<file path="config.mk">
export PLATFORM = sky130hd
export DESIGN_NAME = convEngine
export DESIGN_NICKNAME = d
export VERILOG_FILES = /design/src/rtl/convEnginePkg.sv /design/src/rtl/convCtrl.sv /design/src/rtl/rowWindow.sv /design/src/rtl/macArray.sv /design/src/rtl/reduceClamp.sv /design/src/rtl/convEngine.sv
export SDC_FILE = /design/constraint.sdc
export NUM_CORES = 2
export LEC_CHECK = 0
export BUFFER_PORTS_ARGS = -buffer_cell sky130_fd_sc_hd__buf_2
export CAP_MARGIN = 40
export CORE_MARGIN = 2
export CORE_UTILIZATION = 55
export DETAILED_ROUTE_END_ITERATION = 6
export GPL_ROUTABILITY_DRIVEN = 1
export PLACE_DENSITY = 0.8
export SKIP_CTS_REPAIR_TIMING = 1
export SLEW_MARGIN = 5
export SYNTH_ARGS = -nofsm -noshare
export SYNTH_HDL_FRONTEND = slang
export SYNTH_SLANG_ARGS = --single-unit
export TNS_END_PERCENT = 10
</file>
<file path="constraint.sdc">
create_clock -name clk -period 8.53 [get_ports clk]
set_input_delay 0.853 -clock clk [delete_from_list [all_inputs] [get_ports clk]]
set_output_delay 0.853 -clock clk [all_outputs]
set_load 0.1 [all_outputs]
</file>
<file path="src/rtl/convEnginePkg.sv">
package convEnginePkg;

	localparam int PixelBits  = 8;
	localparam int RowPixels  = 8;
	localparam int Lanes      = 4;
	localparam int KernelSize = 3;
	localparam int SumBits    = 20;

	typedef logic [PixelBits-1:0] pixel_t;

	// Pixel 0 sits in the low byte
	typedef struct packed {
		pixel_t [RowPixels-1:0] px;
	} row_t;

	typedef struct packed {
		row_t top;
		row_t middle;
		row_t bottom;
	} window_t;

	typedef logic signed [15:0] coef_t;

	// Row major, entry 0 is the top-left tap
	typedef coef_t [KernelSize*KernelSize-1:0] kernel_t;

	// Sharpen, listed from entry 8 down to entry 0
	localparam kernel_t DefaultKernel = {
		-16'sd1, -16'sd1, -16'sd1,
		-16'sd1,  16'sd9, -16'sd1,
		-16'sd1, -16'sd1, -16'sd1
	};

	typedef logic signed [SumBits-1:0] sum_t;
	typedef sum_t [Lanes-1:0][KernelSize-1:0] rowSums_t;

	typedef logic [15:0] dim_t;
	typedef logic [31:0] addr_t;

	typedef struct packed {
		pixel_t [Lanes-1:0] lane;
	} outWord_t;

	typedef struct packed {
		logic valid;
		logic last;
	} tag_t;

endpackage

</file>
<file path="src/rtl/convCtrl.sv">
module convCtrl import convEnginePkg::*; (
	input  logic  clk,
	input  logic  reset,
	input  dim_t  i_width,
	input  dim_t  i_height,
	input  logic  i_rowValid,
	output logic  o_rowReq,
	output addr_t o_rdAddress,
	output logic  o_shift,
	output tag_t  o_tag
);

	typedef enum logic [1:0] {
		stateInit,
		stateReq,
		stateWait,
		stateIdle
	} state_t;

	state_t state;

	// Image size, captured once after reset
	dim_t widthReg;
	dim_t heightReg;

	dim_t  stripeCnt;
	dim_t  rowCnt;
	addr_t rowAddr;
	addr_t stripeAddr;

	dim_t  lastStripe;
	dim_t  lastRow;
	addr_t stride;
	logic  isLastStripe;
	logic  isLastRow;

	// Padded image has two extra columns and two extra rows
	assign stride       = addr_t'(widthReg) + addr_t'(KernelSize - 1);
	assign lastStripe   = dim_t'(widthReg / Lanes - 1);
	assign lastRow      = heightReg + dim_t'(KernelSize - 2);
	assign isLastStripe = (stripeCnt == lastStripe);
	assign isLastRow    = (rowCnt == lastRow);

	assign o_rowReq    = (state == stateReq);
	assign o_rdAddress = rowAddr;

	// Row enters the window in the same cycle it arrives
	assign o_shift = (state == stateWait) && i_rowValid;

	always_ff @(posedge clk) begin
		if (state == stateInit) begin
			widthReg  <= i_width;
			heightReg <= i_height;
		end
	end

	always_ff @(posedge clk) begin
		if (reset) begin
			state      <= stateInit;
			stripeCnt  <= '0;
			rowCnt     <= '0;
			rowAddr    <= '0;
			stripeAddr <= '0;
		end else begin
			case (state)
				stateInit: begin
					stripeCnt  <= '0;
					rowCnt     <= '0;
					rowAddr    <= '0;
					stripeAddr <= '0;
					state      <= stateReq;
				end
				stateReq: begin
					// Request lasts a single cycle
					state <= stateWait;
				end
				stateWait: begin
					if (i_rowValid) begin
						if (isLastRow) begin
							// Move to the top of the next stripe
							rowCnt     <= '0;
							stripeCnt  <= stripeCnt + dim_t'(1);
							stripeAddr <= stripeAddr + addr_t'(Lanes);
							rowAddr    <= stripeAddr + addr_t'(Lanes);
							state      <= isLastStripe ? stateIdle : stateReq;
						end else begin
							rowCnt  <= rowCnt + dim_t'(1);
							rowAddr <= rowAddr + stride;
							state   <= stateReq;
						end
					end
				end
				stateIdle: begin
					// Image finished, wait for reset
					state <= stateIdle;
				end
				default: begin
					state <= stateInit;
				end
			endcase
		end
	end

	// Tag travels with the window just loaded
	always_ff @(posedge clk) begin
		if (reset) begin
			o_tag <= '0;
		end else begin
			o_tag.valid <= o_shift && (rowCnt >= dim_t'(KernelSize - 1));
			o_tag.last  <= o_shift && isLastRow && isLastStripe;
		end
	end

endmodule

</file>
<file path="src/rtl/rowWindow.sv">
module rowWindow import convEnginePkg::*; (
	input  logic    clk,
	input  logic    reset,
	input  logic    i_shift,
	input  row_t    i_rowData,
	output window_t o_window
);

	window_t window;

	// New row at the bottom, oldest row drops off the top
	always_ff @(posedge clk) begin
		if (reset) begin
			window <= '0;
		end else if (i_shift) begin
			window.top    <= window.middle;
			window.middle <= window.bottom;
			window.bottom <= i_rowData;
		end
	end

	assign o_window = window;

endmodule

</file>
<file path="src/rtl/macArray.sv">
module macArray import convEnginePkg::*; #(
	parameter kernel_t Kernel = DefaultKernel
) (
	input  logic     clk,
	input  logic     reset,
	input  window_t  i_window,
	input  tag_t     i_tag,
	output rowSums_t o_rowSums,
	output tag_t     o_tag
);

	row_t rows [KernelSize];

	// One product per lane, kernel row and kernel column
	sum_t products [Lanes][KernelSize][KernelSize];
	tag_t productTag;

	assign rows[0] = i_window.top;
	assign rows[1] = i_window.middle;
	assign rows[2] = i_window.bottom;

	// Stage 1, lane j uses pixels j to j+2 of each row
	always_ff @(posedge clk) begin
		for (int l = 0; l < Lanes; l++) begin
			for (int a = 0; a < KernelSize; a++) begin
				for (int b = 0; b < KernelSize; b++) begin
					products[l][a][b] <= $signed({1'b0, rows[a].px[l + b]}) *
						$signed(Kernel[a * KernelSize + b]);
				end
			end
		end
	end

	// Stage 2, one partial sum per kernel row
	always_ff @(posedge clk) begin
		for (int l = 0; l < Lanes; l++) begin
			for (int a = 0; a < KernelSize; a++) begin
				o_rowSums[l][a] <= products[l][a][0] + products[l][a][1] +
					products[l][a][2];
			end
		end
	end

	// Tag follows the same two stages
	always_ff @(posedge clk) begin
		if (reset) begin
			productTag <= '0;
			o_tag      <= '0;
		end else begin
			productTag <= i_tag;
			o_tag      <= productTag;
		end
	end

endmodule

</file>
<file path="src/rtl/reduceClamp.sv">
module reduceClamp import convEnginePkg::*; (
	input  logic     clk,
	input  logic     reset,
	input  rowSums_t i_rowSums,
	input  tag_t     i_tag,
	output outWord_t o_data,
	output logic     o_valid,
	output logic     o_done
);

	// Two guard bits for adding three row sums
	localparam int TotalBits = SumBits + 2;

	logic signed [TotalBits-1:0] totals [Lanes];
	pixel_t clamped [Lanes];
	tag_t   totalTag;

	always_ff @(posedge clk) begin
		for (int l = 0; l < Lanes; l++) begin
			totals[l] <= $signed(i_rowSums[l][0]) + $signed(i_rowSums[l][1]) +
				$signed(i_rowSums[l][2]);
		end
	end

	// Saturate to the pixel range
	always_comb begin
		for (int l = 0; l < Lanes; l++) begin
			if (totals[l] > 255) begin
				clamped[l] = '1;
			end else if (totals[l] < 0) begin
				clamped[l] = '0;
			end else begin
				clamped[l] = totals[l][PixelBits-1:0];
			end
		end
	end

	always_ff @(posedge clk) begin
		for (int l = 0; l < Lanes; l++) begin
			o_data.lane[l] <= clamped[l];
		end
	end

	always_ff @(posedge clk) begin
		if (reset) begin
			totalTag <= '0;
			o_valid  <= 1'b0;
			o_done   <= 1'b0;
		end else begin
			totalTag <= i_tag;
			o_valid  <= totalTag.valid;
			o_done   <= totalTag.valid && totalTag.last;
		end
	end

endmodule

</file>
<file path="src/rtl/convEngine.sv">
module convEngine import convEnginePkg::*; #(
	parameter kernel_t Kernel = DefaultKernel
) (
	input  logic     clk,
	input  logic     reset,
	input  dim_t     i_width,
	input  dim_t     i_height,
	input  row_t     i_rowData,
	input  logic     i_rowValid,
	output logic     o_rowReq,
	output addr_t    o_rdAddress,
	output outWord_t o_data,
	output logic     o_valid,
	output logic     o_done
);

	logic     shift;
	tag_t     windowTag;
	window_t  window;
	rowSums_t rowSums;
	tag_t     sumTag;

	convCtrl u_ctrl (
		.clk        (clk),
		.reset      (reset),
		.i_width    (i_width),
		.i_height   (i_height),
		.i_rowValid (i_rowValid),
		.o_rowReq   (o_rowReq),
		.o_rdAddress(o_rdAddress),
		.o_shift    (shift),
		.o_tag      (windowTag)
	);

	rowWindow u_window (
		.clk      (clk),
		.reset    (reset),
		.i_shift  (shift),
		.i_rowData(i_rowData),
		.o_window (window)
	);

	// Kernel is only needed by the multipliers
	macArray #(
		.Kernel(Kernel)
	) u_mac (
		.clk      (clk),
		.reset    (reset),
		.i_window (window),
		.i_tag    (windowTag),
		.o_rowSums(rowSums),
		.o_tag    (sumTag)
	);

	reduceClamp u_reduce (
		.clk      (clk),
		.reset    (reset),
		.i_rowSums(rowSums),
		.i_tag    (sumTag),
		.o_data   (o_data),
		.o_valid  (o_valid),
		.o_done   (o_done)
	);

endmodule

</file>
# --- Word level (Yosys, flattened, before mapping) ---
# Memory sizes are Yosys's and may differ from the RTL's.
# Cells that the tools add are included.
op_classes:
  n_addsub: 57
  n_mul: 4
  n_lt_le_gt_ge: 9
  n_eq_ne: 7
  muxes: 20
  n_reduce_logical: 9
op_table:
  columns: ["op", "n"]
  rows:
  - ["adder 20 bit", 24]
  - ["negation 8 -> 20 bit", 18]
  - ["2-to-1 mux 32 bit", 4]
  - ["one-hot mux 32 bit (2 select lines)", 2]
  - ["adder 21 x 20 -> 22 bit", 4]
  - ["> comparator 22 x 9 -> 1 bit (second input constant)", 4]
  - ["< comparator 22 x 1 -> 1 bit (second input constant)", 4]
  - ["adder 20 x 20 -> 21 bit", 4]
  - ["2-to-1 mux 16 bit", 4]
  - ["one-hot mux 16 bit (2 select lines)", 2]
  - ["adder 16 x 1 -> 16 bit (second input constant)", 3]
  - ["multiplier 8 x 4 -> 12 bit (second input constant)", 4]
  - ["adder 32 x 3 -> 32 bit (second input constant)", 1]
  - ["adder 32 bit", 1]
  - ["equality test 16 bit", 2]
  - ["2-to-1 mux 8 bit", 4]
  - ["adder 16 x 2 -> 17 bit (second input constant)", 1]
  - ["greater-or-equal comparator 16 x 2 -> 1 bit (second input constant)", 1]
  - ["subtractor 14 x 1 -> 15 bit (second input constant)", 1]
  - ["one-hot mux 2 bit (4 select lines)", 1]
  - ["2-to-1 mux 2 bit", 3]
  - ["logical AND 1 bit", 5]
  - ["equality test 2 bit (second input constant)", 2]
  - ["AND reduction 3 bit", 1]
  - ["6 further kinds", 6]
totals:
  reg_bits: 556
  mem_bits_rw: 776
  in_bits: 99
  word_cells: 159
  n_memories: 2
mem_list:
  columns: ["name", "words", "word_bits", "rd", "rd_clocked_by_memory_dff", "write_ports", "line_no", "rtl"]
  rows:
  - ["u_mac.products", 4, 172, 4, 0, 4, "macArray.sv:15", "sum_t products [Lanes][KernelSize][KernelSize];"]
  - ["u_reduce.totals", 4, 22, 4, 0, 4, "reduceClamp.sv:14", "logic signed [TotalBits-1:0] totals [Lanes];"]

# --- Longest topological paths before layout ---
depth:
  depth_word: 6
  mapped_depth: 16

# --- Hierarchy ---
# Synthesis repeated with hierarchy kept, for this count alone.
hier_totals:
  cells_unflattened: 5157
  hier_area_um2: 52202.6
by_module_without_submodules:
  columns: ["mod", "n_inst", "cells_per_inst", "area_each_um2"]
  rows:
  - ["macArray", 1, 2755, 28767.6]
  - ["reduceClamp", 1, 817, 8300.5]
  - ["convCtrl", 1, 966, 8134.1]
  - ["rowWindow", 1, 619, 7000.5]

# --- Worst setup path after synthesis ---
# No wires, ideal clock.
synth_timing:
  kind: "reg2reg"
  from: "register u_ctrl.widthReg[4]"
  to: "register u_ctrl.rowAddr[27] (netlist: u_ctrl.o_rdAddress[27])"
  setup_time_ps: 123
  arrival_time_ps: 3588
  slack_ps: 4819
  path_stages_with_launch: 17
  path_cell_list: "edfxtp_1 -> clkbuf_1 -> and3_1 -> nand4_1 -> nor2_1 -> xnor2_1 -> ha_1 -> clkbuf_1 -> nand3_1 -> nor2_1 -> a221oi_1 -> and3_1 -> o31a_1 -> nor4b_1 -> nand4_1 -> a21o_1 -> a221o_1"
synth_between:
  elab_chain_len: 5
synth_rtl:
  columns: ["item", "line_no", "rtl"]
  rows:
  - ["from (decl)", "convCtrl.sv:23", "dim_t widthReg;"]
  - ["from (signal assigned)", "convCtrl.sv:52", "widthReg <= i_width;"]
  - ["adder 16 x 2 -> 17 bit", "convCtrl.sv:38", "assign stride = addr_t'(widthReg) + addr_t'(KernelSize - 1);"]
  - ["adder 32 bit", "convCtrl.sv:88", "rowAddr <= rowAddr + stride;"]
  - ["2-to-1 mux 32 bit", "convCtrl.sv:79", "if (isLastRow) begin"]
  - ["2-to-1 mux 32 bit", "convCtrl.sv:78", "if (i_rowValid) begin"]
  - ["one-hot mux 32 bit (2 select lines)", "convCtrl.sv:65", "case (state)"]
  - ["to (signal assigned)", "convCtrl.sv:84", "rowAddr <= stripeAddr + addr_t'(Lanes);"]
  - ["to (signal assigned)", "convCtrl.sv:88", null]
  - ["to (decl)", "convCtrl.sv:28", "addr_t rowAddr;"]
# No other way between the ends. The select of a mux whose other input is x is not followed.
# A chain may end at the register's enable or synchronous reset.

# --- Final worst setup path ---
layout_timing:
  from: "register u_ctrl.widthReg[2]"
  to: "register u_ctrl.rowAddr[27] (netlist: u_ctrl.o_rdAddress[27])"
# Same word-level chain as after synthesis.

==> out/results.ini <==
[routing]
first_pass_iteration_count_of_the_detailed_router=6
route.detailed.vias_per_inst=5.79
initialDrtViolationCount=3017
route.vias.total=37100
wirelength_um=126000
met3_length_um=8820
post_drt_wl_per_cell_um=19.7
met2WireLength_um=57600
route.layer.met1.wl_um=53200
drtAntennaViolNets=0
top_routing_layer_in_use=met5
drc=0

[worst_setup_path]
reg2reg_setup_slack_ns=4.29
cpMaxStageDelayCell=nor4b_1
worstSetupEndpointType=register
cp.required_ns=9.10
critPathArrivalTime_ns=4.80
crit_type=reg2reg
critPathLaunchType=register
critical_path_peak_fanout=6
cpPeakStageDelay_ns=0.64
crit_path_cell_trace=ha_1 > nand3_1 > nor2_1 > nand4_1 > xnor2_1 > ha_1 > nand2_1 > nor2_1 > a221oi_1 > and3_1 > o31a_1 > nor4b_1 > nand4_1 > a21o_1 > a221o_1

[placed_design]
placer_congestion_estimate=0.993
place_worst_setup_slack_ns=4.38
hpwlAfterDp_um=96300
port_buffers=149
placed_cells=6228

[timing]
worst-slew-pin-transition_ns=0.895
setup_violations=0
clock.fmax_mhz=236
timing.slew.headroom_pct=40.3
ratio_of_final_minimum_period_to_clock_period_pct=49.7
hold_violations=0
unrepaired_setup_endpoints_after_global_routing=false
clock_skew_ns=0.0340
setup_slack_ns=4.29
layout_min_cycle_time_ns=4.24
finalMaxSlewViolations=0
setup_total_negative_slack_ns=0

[global_route]
grt_start_max_net_pins=100
track_usage_pct=27.4
grt_pass1_wl_um=195000
first_global_vias=35700
grt-ovfl-total=0
antenna_found_initial=8

[synth]
synth_warnings=0
ys_seq_elements=956
synth-edff-count=32
syn-instance-count=5035
synth_flop_cell=dfxtp_1
avgSynthCellArea_sq_um=9.72
synth_seq_area_share_pct=39.8
synth_async_sr_flop_share_pct=0
syn-cell-area_sq_um=48900
syn_nets=5812
post_synth_num_cell_types=80

[clocking]
tritoncts=built
cts_buffer_count=96
clkSlewWorstSetupHoldPaths_ns=0.06
clock_tree.htree_level_count=3
insertion_delay_ns=0.69
clock-root-buffer=clkbuf_16
cts_buffer_depth=3
clock_sink_count=956

[floorplanning]
area_of_the_die_sq_um=91300
core-area_sq_um=88200
die_y_um=302
std_cell_rows=109
effective_utilization_at_floorplan_pct=55.4
overall_die_width_um=302
num_io_pins=166

[final_layout]
final-seq-area_sq_um=19500
num-nets-final=5942
layout-drive-gt1-share_pct=6.98
fillers=6928
syn_to_final_growth_pct=10.9
multi_input_area_sq_um=28100
final_core_utilization_pct=61.5
final_antenna_diode_count=0
final-instance-count-excl-fill=6411

[power]
sw_share_pct=33.1
power_frac_comb_pct=23.8
static-leakage-power_nw=25.5
clock_group_share_of_total_power_pct=34.6
share_seq_of_total_power_pct=41.6
internal-power_w=0.00888
max-vdd-ir-drop_mv=0.255
power_density_nw_per_um2=244
p_sw_w=0.00438

[job]
drv.max_cap_violation_count=0

[run_status]
status=complete, no violations

[worst_hold_path]
worst_hold_path_type=in2reg

worst paths after layout:
check / start / to / depth (start not counted)
setup reg to reg: u_ctrl.widthReg[2] / u_ctrl.o_rdAddress[27] / 15
setup / recovery: u_ctrl.widthReg[2] / u_ctrl.o_rdAddress[27] / 15
hold reg to reg: u_window.o_window[128] / u_mac.products[0][152] / 0
hold / removal: i_width[0] / u_ctrl.widthReg[0] / 1
critical path, delay by kind of cell (launching register included):
kind            cells  cell delay, ns
compound gates      4            0.94
xor+xnor            1            0.21
fa+ha+maj           2            0.58
flops               1            0.47
simple gates        8            1.95
state kept, by name, summed over array words and instances, names as in the netlist:
| signal | flops |
|---|---|
| u_ctrl.heightReg | 16 |
| u_ctrl.o_rdAddress | 32 |
| u_ctrl.o_tag | 2 |
| u_ctrl.rowCnt | 16 |
| u_ctrl.state | 2 |
| u_ctrl.stripeAddr | 30 |
| u_ctrl.stripeCnt | 16 |
| u_ctrl.widthReg | 16 |
| u_mac.o_rowSums | 240 |
| u_mac.o_tag | 2 |
| u_mac.productTag | 2 |
| u_mac.products | 314 |
| u_reduce.o_data | 32 |
| u_reduce.o_done | 1 |
| u_reduce.o_valid | 1 |
| u_reduce.totalTag | 2 |
| u_reduce.totals | 88 |
| u_window.o_window | 144 |
layout make-up:
cell class	instances	share of cell area (%)
Multi-Input combinational cell	3714	51.7
Sequential cell	956	35.9
Clock buffer	136	5.17
Tap cell	1165	2.69
Timing Repair Buffer	169	1.74
Inverter	228	1.58
Clock inverter	43	1.21
per-layer routing:
layer,up-vias,track usage (%)
met2,1447,44.4
met4,2,13.0
met5,-,0
met1,17700,36.5
li1,17600,-
met3,308,3.53
cells in the final DEF (no fill, tap or decap), drive strengths merged, types with 42 or more instances in the layout:
master  synthesis  final
fa            269    269
inv           228    232
o21a           48     48
buf            38    162
nand4          45     45
nor4           55     55
a211oi         45     45
a21oi         425    425
dfxtp         924    924
o21bai         47     47
xnor2         329    329
and3           53     53
a31oi          48     48
nor2          362    362
nand2         624    624
xor2          134    134
a21o          104    104
clkbuf         99    139
nor3          114    114
o21ai         174    174
nand3          75     75
nor2b          42     42
ha            409    409
cells by family (layout without fill, tap and decap cells):
family	after synthesis	count (layout)	synth area share (%)
multiplexers	6	6	0.130
buffers and inverters	365	576	2.89
AO/OA/AOI/OAI	1053	1053	13.3
flip-flops	956	956	39.8
adder cells (fa/ha/maj)	678	678	21.5
XOR/XNOR	463	463	8.29
AND/OR/NAND/NOR	1514	1514	14.1
power by group through the flow:
stage,registers (W),logic (W),clock network [W]
3_5_place_dp,0.00559,0.00308,0
2_1_floorplan,0.00598,0.00176,0
4_1_cts,0.00549,0.00312,0.00464
5_1_grt,0.00555,0.00342,0.00482
6_report,0.00551,0.00316,0.00459
3_3_place_gp,0.00557,0.00303,0
metrics by stage:
stage / hold WS, ns / cell area (sq um) / power [W]
after floorplan: 0.377 / 48900 / 0.00775
after global placement: 0.396 / 50700 / 0.00860
after detailed placement: 0.405 / 50800 / 0.00867
after CTS: 0.324 / 54200 / 0.0133
after global routing: 0.331 / 54300 / 0.0138
final: 0.348 / 54300 / 0.0133
synth_stat cells (15+ instances only):
cell | number | area, sq um
clkbuf_1 | 99 | 372
dfxtp_1 | 924 | 18500
inv_1 | 228 | 856
and2_1 | 16 | 100
fa_1 | 269 | 5390
nor2_1 | 362 | 1360
edfxtp_1 | 32 | 961
nor4_1 | 52 | 325
xnor2_1 | 329 | 2880
o21bai_1 | 47 | 353
ha_1 | 409 | 5120
o21a_1 | 48 | 360
o21ai_0 | 174 | 871
a311oi_1 | 15 | 131
a22oi_1 | 16 | 120
a21oi_1 | 425 | 2130
nand2b_1 | 32 | 200
xor2_1 | 134 | 1170
a21o_1 | 104 | 781
and3_1 | 53 | 332
nand3_1 | 74 | 370
nand4_1 | 45 | 282
buf_1 | 18 | 67.6
or3_1 | 35 | 219
a31oi_1 | 48 | 300
nand2_1 | 623 | 2340
nor3_1 | 114 | 571
nor2b_1 | 42 | 263
a211oi_1 | 45 | 338
Power figures use the tool's default switching activity.
